`src/logic/soc_pkg.sv`:
```
// Single clock domain; bus addresses are word addresses with the I/O flag in bit 19, timer period cut down for simulation
package soc_pkg;

  // Bus fields
  typedef logic [15:0] data_t;      // One bus data word
  typedef logic [19:0] addr_t;      // {io flag, address bits 19:1}
  typedef logic [1:0]  sel_t;       // Byte lanes, bit 0 is the low byte

  // Interrupt side
  typedef logic [7:0]  irq_vec_t;   // One bit per request line
  typedef logic [2:0]  irq_id_t;    // Interrupt number

  // Board I/O
  typedef logic [9:0]  led_t;       // LEDs and switches

  // GPIO window, io 0xf100 - 0xf103
  // Compare against the base on every bit set in the mask
  localparam addr_t GPIO_BASE = 20'b1_0000_1111_0001_0000_000;
  localparam addr_t GPIO_MASK = 20'b1_0000_1111_1111_1111_110;

  // Data returned for any address outside the windows
  localparam data_t DEFAULT_READ = 16'hffff;

  // Periodic timer, clocks per tick
  localparam int TIMER_PERIOD = 200;

  // Interrupt line of the timer
  localparam irq_id_t TIMER_IRQ = 3'd0;

  // Vector = base + interrupt number
  localparam data_t IRQ_VECTOR_BASE = 16'd8;

endpackage

```
`src/logic/wb_bus_if.sv`:
```
// One slave port of the switch; the master holds every request signal until it sees ack
`timescale 1ns/1ns

interface wb_bus_if;
  import soc_pkg::*;

  data_t dat_w;   // Write data from the master
  data_t dat_r;   // Read data from the slave
  addr_t adr;
  sel_t  sel;
  logic  we;
  logic  cyc;
  logic  stb;
  logic  ack;

  modport master (
    output dat_w, adr, sel, we, cyc, stb,
    input  dat_r, ack
  );

  modport slave (
    input  dat_w, adr, sel, we, cyc, stb,
    output dat_r, ack
  );

endinterface

```
`src/logic/gpio_port.sv`:
```
// LEDs at word 0, switches at word 1; ack comes one clock late and writes land on it
`timescale 1ns/1ns

module gpio_port (
  input  logic           clk,
  input  logic           rst_lck,
  wb_bus_if.slave        bus,
  input  soc_pkg::led_t  sw_i,
  output soc_pkg::led_t  leds_o
);
  import soc_pkg::*;

  led_t leds_q;
  logic ack_q;
  logic wr_leds;

  // Write completes at the edge where ack is seen
  assign wr_leds = ack_q & bus.cyc & bus.stb & bus.we & ~bus.adr[0];

  always_ff @(posedge clk) begin
    if (!rst_lck) begin
      ack_q  <= 1'b0;
      leds_q <= '0;
    end else begin
      ack_q <= bus.cyc & bus.stb & ~ack_q;   // One cycle pulse
      if (wr_leds && bus.sel[0]) begin
        leds_q[7:0] <= bus.dat_w[7:0];
      end
      if (wr_leds && bus.sel[1]) begin
        leds_q[9:8] <= bus.dat_w[9:8];       // High byte only carries two LEDs
      end
    end
  end

  // Upper read bits are zero
  assign bus.dat_r = bus.adr[0] ? data_t'(sw_i) : data_t'(leds_q);
  assign bus.ack   = ack_q;
  assign leds_o    = leds_q;

  // The write lands on the ack edge, so the request must still be there
  assert property (@(posedge clk) disable iff (!rst_lck)
    bus.cyc && bus.stb && !bus.ack |=>
      bus.cyc && bus.stb && $stable(bus.adr) && $stable(bus.we))
    else $error("GPIO request dropped or changed before its ack");

endmodule

```
`src/logic/int_ctrl.sv`:
```
// Rising edges only, lowest line wins; inta_i is a single cycle pulse given only while intr_o is high
`timescale 1ns/1ns

module int_ctrl (
  input  logic              clk,
  input  logic              rst_lck,
  input  soc_pkg::irq_vec_t irq_i,
  input  logic              inta_i,
  input  soc_pkg::data_t    bus_dat_i,
  output soc_pkg::data_t    m_dat_o,
  output logic              intr_o
);
  import soc_pkg::*;

  irq_vec_t irq_s_q;    // Sampled request lines
  irq_vec_t irq_d_q;    // One clock older, for the edge
  irq_vec_t pend_q;
  irq_vec_t rise;
  irq_vec_t clr;
  irq_id_t  irq_id;

  assign rise = irq_s_q & ~irq_d_q;

  // Priority encoder, line 0 highest
  always_comb begin
    irq_id = '0;
    for (int i = $bits(irq_vec_t) - 1; i >= 0; i--) begin
      if (pend_q[i]) begin
        irq_id = irq_id_t'(i);
      end
    end
  end

  assign clr = inta_i ? (irq_vec_t'(1) << irq_id) : '0;

  always_ff @(posedge clk) begin
    if (!rst_lck) begin
      irq_s_q <= '0;
      irq_d_q <= '0;
      pend_q  <= '0;
    end else begin
      irq_s_q <= irq_i;
      irq_d_q <= irq_s_q;
      pend_q  <= (pend_q & ~clr) | rise;   // New edge beats the clear
    end
  end

  assign intr_o = |pend_q;

  // Vector goes out in place of the bus read data
  assign m_dat_o = inta_i ? IRQ_VECTOR_BASE + data_t'(irq_id) : bus_dat_i;

  // An acknowledge with nothing pending would hand out a bogus vector
  assert property (@(posedge clk) disable iff (!rst_lck)
    inta_i |-> intr_o)
    else $error("inta_i without a pending interrupt");

endmodule

```
`src/logic/pit_timer.sv`:
```
// Fixed period only; the first tick is TIMER_PERIOD clocks after reset release, then one every TIMER_PERIOD clocks
`timescale 1ns/1ns

module pit_timer (
  input  logic clk,
  input  logic rst_lck,
  output logic tick_o
);
  import soc_pkg::*;

  logic [$clog2(TIMER_PERIOD)-1:0] cnt_q;
  logic                            tick_q;

  always_ff @(posedge clk) begin
    if (!rst_lck) begin
      cnt_q  <= '0;
      tick_q <= 1'b0;
    end else begin
      tick_q <= cnt_q == TIMER_PERIOD - 1;   // Registered wrap flag
      if (cnt_q == TIMER_PERIOD - 1) begin
        cnt_q <= '0;
      end else begin
        cnt_q <= cnt_q + 1'b1;
      end
    end
  end

  assign tick_o = tick_q;

endmodule

```
`src/logic/soc_core.sv`:
```
// Bus master and interrupt acknowledge come from outside; one clock, synchronous active low reset
`timescale 1ns/1ns

module soc_core (
  input  logic            clk,
  input  logic            rst_lck,

  // External bus master
  input  soc_pkg::addr_t  m_adr_i,
  input  soc_pkg::data_t  m_dat_i,
  input  soc_pkg::sel_t   m_sel_i,
  input  logic            m_we_i,
  input  logic            m_cyc_i,
  input  logic            m_stb_i,
  output soc_pkg::data_t  m_dat_o,
  output logic            m_ack_o,

  // Interrupts
  input  logic [6:0]      irq_i,     // Lines 1 to 7
  output logic            intr_o,
  input  logic            inta_i,

  // Board I/O
  input  soc_pkg::led_t   sw_i,
  output soc_pkg::led_t   leds_o
);
  import soc_pkg::*;

  wb_bus_if gpio_bus ();

  data_t    sw_dat;     // Read data out of the switch
  irq_vec_t irq_req;
  logic     tick;

  // Timer on its own line, outside requests above it
  assign irq_req = {irq_i, 1'b0} | (irq_vec_t'(tick) << TIMER_IRQ);

  wb_switch wbs (
    .clk       (clk),
    .rst_lck   (rst_lck),
    .m_adr_i   (m_adr_i),
    .m_dat_i   (m_dat_i),
    .m_sel_i   (m_sel_i),
    .m_we_i    (m_we_i),
    .m_cyc_i   (m_cyc_i),
    .m_stb_i   (m_stb_i),
    .bus_dat_o (sw_dat),
    .m_ack_o   (m_ack_o),
    .gpio      (gpio_bus)
  );

  gpio_port gpio (
    .clk     (clk),
    .rst_lck (rst_lck),
    .bus     (gpio_bus),
    .sw_i    (sw_i),
    .leds_o  (leds_o)
  );

  pit_timer timer0 (
    .clk     (clk),
    .rst_lck (rst_lck),
    .tick_o  (tick)
  );

  int_ctrl pic0 (
    .clk       (clk),
    .rst_lck   (rst_lck),
    .irq_i     (irq_req),
    .inta_i    (inta_i),
    .bus_dat_i (sw_dat),
    .m_dat_o   (m_dat_o),
    .intr_o    (intr_o)
  );

endmodule

```
`src/logic/wb_switch.sv`:
```
// Purely combinational decode with one GPIO window; every miss is answered at once with all ones and writes are dropped
`timescale 1ns/1ns

module wb_switch (
  input  logic            clk,       // Only for the check below
  input  logic            rst_lck,

  // Master side
  input  soc_pkg::addr_t  m_adr_i,
  input  soc_pkg::data_t  m_dat_i,
  input  soc_pkg::sel_t   m_sel_i,
  input  logic            m_we_i,
  input  logic            m_cyc_i,
  input  logic            m_stb_i,
  output soc_pkg::data_t  bus_dat_o,
  output logic            m_ack_o,

  // GPIO slave port
  wb_bus_if.master        gpio
);
  import soc_pkg::*;

  logic gpio_hit;
  logic def_ack;

  // Window match on the masked bits, I/O flag included
  assign gpio_hit = (m_adr_i & GPIO_MASK) == GPIO_BASE;

  // Request fields go out unchanged
  assign gpio.adr   = m_adr_i;
  assign gpio.dat_w = m_dat_i;
  assign gpio.sel   = m_sel_i;
  assign gpio.we    = m_we_i;

  // Only the selected slave sees the strobes
  assign gpio.cyc = m_cyc_i & gpio_hit;
  assign gpio.stb = m_stb_i & gpio_hit;

  // Default responder, acks in the same cycle
  assign def_ack = m_cyc_i & m_stb_i & ~gpio_hit;

  always_comb begin
    if (gpio_hit) begin
      bus_dat_o = gpio.dat_r;
      m_ack_o   = gpio.ack;
    end else begin
      bus_dat_o = DEFAULT_READ;    // Reads all ones
      m_ack_o   = def_ack;
    end
  end

  // The slave answer must stay inside the master's request
  assert property (@(posedge clk) disable iff (!rst_lck)
    m_ack_o |-> (m_cyc_i && m_stb_i))
    else $error("ack outside of a bus request");

endmodule

```
`config.mk`:
```
export PLATFORM = sky130hd
export DESIGN_NAME = soc_core
export DESIGN_NICKNAME = d
export VERILOG_FILES = /design/src/logic/soc_pkg.sv /design/src/logic/wb_bus_if.sv /design/src/logic/gpio_port.sv /design/src/logic/int_ctrl.sv /design/src/logic/pit_timer.sv /design/src/logic/soc_core.sv /design/src/logic/wb_switch.sv
export SDC_FILE = /design/constraint.sdc
export NUM_CORES = 1
export LEC_CHECK = 0
export ABC_AREA = 1
export BUFFER_PORTS_ARGS = -buffer_cell sky130_fd_sc_hd__buf_2
export CORE_ASPECT_RATIO = 1.25
export CORE_MARGIN = 5
export CORE_UTILIZATION = 30
export CTS_CLUSTER_DIAMETER = 200
export DETAILED_ROUTE_END_ITERATION = 10
export GPL_ROUTABILITY_DRIVEN = 0
export PLACE_DENSITY = 0.64
export SLEW_MARGIN = 25
export SYNTH_ARGS = -nofsm -noshare
export SYNTH_HDL_FRONTEND = slang
export SYNTH_SLANG_ARGS = --single-unit
```
`constraint.sdc`:
```
create_clock -name clk -period 1 [get_ports clk]
set_input_delay 0.1 -clock clk [delete_from_list [all_inputs] [get_ports clk]]
set_output_delay 0.1 -clock clk [all_outputs]
set_load 0.005 [all_outputs]
```
== Yosys cells after proc, flatten, opt, wreduce, memory -nomap -nowiden ==
Index checks and enable logic that the tools add are counted.
Word-level totals
  register bits after elaboration: 44
  bits of input ports: 61
  output and inout port bits: 28
  word-level logic and storage cells: 50
Cells by class
  $add $sub $neg: 2
  equal/unequal tests: 2
  shifts and indexed selects: 1
  multiplexer cells: 13
  bitwise logic cells: 20
  reductions and logical operators: 4
Operators by type and width (number)
  two-way mux 16 bit: 2
  two-way mux 3 bit: 8
  bitwise AND 8 bit: 2
  inverter 8 bit: 2
  equality test 15 bit, second input constant: 1
  bitwise AND 1 bit: 10
  two-way mux 10 bit: 1
  adder 8 x 1 -> 8 bit, second input constant: 1
  equality test 8 bit, second input constant: 1
  two-way mux 8 bit: 1
  bitwise OR 8 x 1 -> 8 bit: 1
  bitwise OR 8 bit: 1
  OR reduction 8 bit: 1
  left shift 1 x 3 -> 8 bit, first input constant: 1
  adder 4 x 3 -> 5 bit, first input constant: 1
  inverter 1 bit: 4
  logical AND 1 bit: 2
  OR reduction 2 bit: 1
  two-way mux 1 bit: 1

== Longest topological paths before layout ==
  word-level depth: 13
  mapped depth: 11
  mapped depth without buffers: 11

== By module ==
Synthesis repeated with hierarchy kept, for this count alone.
Second synthesis, totals
  cell total of the unflattened synthesis: 458
  area total of the unflattened synthesis: 2906.5 µm²
Modules (own cells, without submodules)
  int_ctrl: instances 1, cells each 164, area each 1083.5 µm², seq. area each 480.5 µm²
  gpio_port: instances 1, cells each 121, area each 754.5 µm², seq. area each 220.2 µm²
  wb_switch: instances 1, cells each 108, area each 605.6 µm², seq. area each 0.0 µm²
  pit_timer: instances 1, cells each 65, area each 462.9 µm², seq. area each 180.2 µm²

== Worst setup path after synthesis ==
Ideal clock, no wire load.
  path type: reg2reg
  start point: register timer0.cnt_q[0]
  end point: register timer0.cnt_q[6]
  library setup time: 121 ps
  arrival time: 984 ps
  data required time: 879 ps
  path slack: -106 ps
  cell stages (with the launch flop): 7
  buffers on the path: 0
  clock period less this slack: 1106 ps
  cells stage by stage: dfxtp_1 -> ha_1 -> nand2_1 -> nor2_1 -> nand4_1 -> nand2_1 -> nor3_1
On the way
  word-level cells in the longest chain between the ends: 2
  elaborated cells between the ends (all ways): 3
  classes of those cells: add/sub: 1; eq/ne: 1; reduce/logical: 1
Ends and longest elaborated chain
  start, declared: RTL line pit_timer.sv:11  | logic [$clog2(TIMER_PERIOD)-1:0] cnt_q;
  start signal, assigned: RTL line pit_timer.sv:23  | cnt_q <= cnt_q + 1'b1;
  branches (longest 2 deep; another with adder 8 x 1 -> 8 bit)
Several ways; the timed one is not identified.
A chain may end at the register's enable or synchronous reset.

== Worst setup path after layout ==
  start point: register pic0.pend_q[2]
  end point: output m_dat_o[2]
On the way
  word-level cells in the longest chain between the ends: 5
Ends and longest elaborated chain
  start, declared: RTL line int_ctrl.sv:17  | irq_vec_t pend_q;
  start signal, assigned: RTL line int_ctrl.sv:44  | pend_q <= (pend_q & ~clr) | rise;
  two-way mux 3 bit (3 in a row): RTL line int_ctrl.sv:28  | if (pend_q[i]) begin
  adder 4 x 3 -> 5 bit: RTL line int_ctrl.sv:51  | assign m_dat_o = inta_i ? IRQ_VECTOR_BASE + data_t'(irq_id) : bus_dat_i;
  two-way mux 16 bit: RTL line int_ctrl.sv:51
  end, declared: RTL line soc_core.sv:15  | output soc_pkg::data_t m_dat_o,
No other way between the ends.

==> results.cfg <==
[yosys]
yosysTopAreaCell = dfxtp_1
yosysMostFrequentCell = nand2_1
ys_types = 29
synthCells = 298
syn_area_per_cell_um2 = 6.90
ys_ff_latch = 44
synth_nets = 360
yosys.area.top_type_share_pct = 42.8
yosys_warnings = 0
ys_dominant_reg_cell = dfxtp_1
synth_seq_area_share_pct = 42.8
synthTopCellsByCount = nand2_1 (79), inv_1 (52), nor2_1 (47)
ys_top_cells_by_area = dfxtp_1 (43%), nand2_1 (14%), inv_1 (9.5%), nor2_1 (8.6%), nand3_1 (3.7%)
async_reset_ff_share_pct = 0
syn_area_um2 = 2060
synth_edf_count = 0

[sta]
tns_ns = -6.69
post-route-period-util_pct = 146
slew_viol_final = 0
holdWs_ns = 0.0234
fmax_mhz = 687
rsz0062_at_grt = true
finalHoldViolCount = 0
finClkSkew_ns = 0.00943
maxSlewHeadroom_pct = 79.8
setup_slack_ns = -0.455
worst_pin_slew_ns = 0.303
fin_crit_ns = 1.46
setup_violations = 43

[floorplan]
die_y_um = 103
core_region_area_um2 = 6610
row_count = 33
ios = 89
die_w_um = 84.0
die_area_um2 = 8620
start_util_pct = 31.1

[setup_path]
cp_max_fo = 3
critPathRequiredTime_ns = 0.90
worstPathArrival_ns = 1.36
reg2reg_depth = 9
cp-end-kind = output port
startpoint_type = flop
crit_type = flop to output port
r2r_slack_ns = -0.30

[global_routing]
overflow = 0
grtUsageTotal_pct = 12.8
grt_pass1_vias = 2098
grt_max_degree = 21
grt_pass1_wl_um = 9060
antenna_found_initial = 0

[hold_path]
min_path_cells = 3
hold_path.class = primary input to flop

[power_and_ir_drop]
power_frac_seq_pct = 46.4
power.share.clock_pct = 32.9
p_int_mw = 2.99
p_per_area_nw_per_um2 = 1230
pwr-share-comb_pct = 20.7
vdd_drop_max_v = 0.000742
switching_share_pct = 25.4
p_leak_nw = 1.74
p_sw_mw = 1.02

[final_layout]
nets = 479
drive_above_1_share_pct = 52.2
area_growth_pct = 58.8
seq_area_um2 = 907
multiInputGateArea_um2 = 1100
diodes = 0
fillers = 654
final_cells = 505

[place]
io_buffers = 78
post-place-cells = 468
dp_hpwl_um = 3980

[detailed_routing]
via_per_inst = 4.37
drt-pass1-iter-count = 4
ant_nets = 0
wl_per_cell_um = 11.3
vias = 2206
first_iter_violations = 85
drc_errors = 0
finalWirelength_um = 5710

[clocking]
clk-insertion-delay-late_ns = 0.29
h-tree-depth = 2
clk_transition_reported_paths_ns = 0.09
cts.sinks = 44
cts_buffers = 5
tritoncts = done
cts_root_buf = clkbuf_8
cts.path.max_buffers = 2

[outcome]
violations = setup timing
status = finished, violations left

[flow_run]
maxCapViolations = 0
[cell families (layout without fill, tap and decap cells)]
| family | after synthesis | count (layout) | share of synthesized area (%) |
|---|---|---|---|
| adder cells (fa/ha/maj) | 1 | 1 | 0.609 |
| XOR/XNOR | 2 | 2 | 0.852 |
| AND/OR/NAND/NOR | 161 | 162 | 35.1 |
| buffers and inverters | 65 | 184 | 13.9 |
| AO/OA/AOI/OAI | 25 | 25 | 6.76 |
| flip-flops | 44 | 44 | 42.8 |
[metrics by stage]
step                power, mW  cell area [µm²]  utilization [%]  worst slack (ns)
floorplan                2.18             2090                -           -0.0452
global placement         2.41             2640             39.9            -0.200
detailed placement       2.42             2640             39.9            -0.211
CTS                      3.91             3080             46.6            -0.454
global route             4.20             3260             49.4            -0.534
finish                   4.01             3260             49.4            -0.455
[power by group through the flow]
stage	Combinational, mW	Sequential, mW	Clock [mW]
floorplan	0.299	1.88	0
global placement	0.523	1.88	0
detailed placement	0.533	1.89	0
CTS	0.696	1.85	1.37
global route	0.904	1.86	1.44
finish	0.829	1.86	1.32
[routing by layer]
| layer | vias to the layer above | global-route usage, % | wire length (µm) |
|---|---|---|---|
| li1 | 1134 | - | - |
| met1 | 1001 | 13.4 | 2350 |
| met2 | 61 | 24.3 | 2930 |
| met3 | 10 | 3.52 | 307 |
| met4 | 0 | 5.20 | 129 |
| met5 | - | 0 | 0 |
[area by class of cell]
| class | instances | share of cell area, % |
|---|---|---|
| multi-input combinational | 190 | 33.8 |
| sequential | 44 | 27.8 |
| inverter | 52 | 6.21 |
| timing repair buffer | 124 | 25.6 |
| clock buffer | 6 | 2.22 |
| clock inverter | 2 | 1.07 |
| tap | 87 | 3.33 |
[sequential cells by signal, indices dropped and copies added (netlist names)]
register       cells
pic0.irq_d_q       8
gpio.leds_o       10
pic0.irq_s_q       8
timer0.tick_o      1
gpio.bus.ack       1
timer0.cnt_q       8
pic0.pend_q        8
[path summary, 6_finish.rpt]
check,startpoint,to
max,pic0.pend_q[2],m_dat_o[2]
min,m_dat_i[0],gpio.leds_o[0]
max reg2reg,pic0.pend_q[2],pic0.pend_q[5]
min reg2reg,timer0.tick_o,pic0.irq_s_q[0]
[placed cells by master (no fill, tap or decap), types with 6 or more instances in the layout]
master / netlist / routed
inv_2: 0 / 14
o21ai_1: 0 / 7
buf_4: 6 / 32
dlygate4sd3_1: 0 / 7
nand3_1: 15 / 11
inv_1: 52 / 36
dfxtp_2: 0 / 18
a21oi_1: 9 / 7
nor2_4: 3 / 8
nor2_1: 47 / 28
buf_2: 1 / 69
nand2_1: 79 / 64
or2_2: 6 / 6
dfxtp_1: 44 / 25
nor2_2: 1 / 15
nand2_2: 0 / 11
buf_6: 1 / 16
[critical path: stages (launching register included)]
cell and delay [ns]:
dfxtp_2 0.34, inv_2 0.08, nand2_4 0.06, nor2_4 0.13
nand2_1 0.08, nand2_2 0.09, o21ai_1 0.07, nand2_1 0.08
buf_2 0.13
[what timing repair did]
action                                 4_1_cts  5_1_grt
endpoints found under the hold margin        7        0
hold buffers                                 7        0
pin swaps                                   24       22
setup endpoints to repair                   43       43
gates resized for setup                     65       40
buffers inserted                            11       11
gates cloned                                 1        0
(Power assumes the default switching activity.)
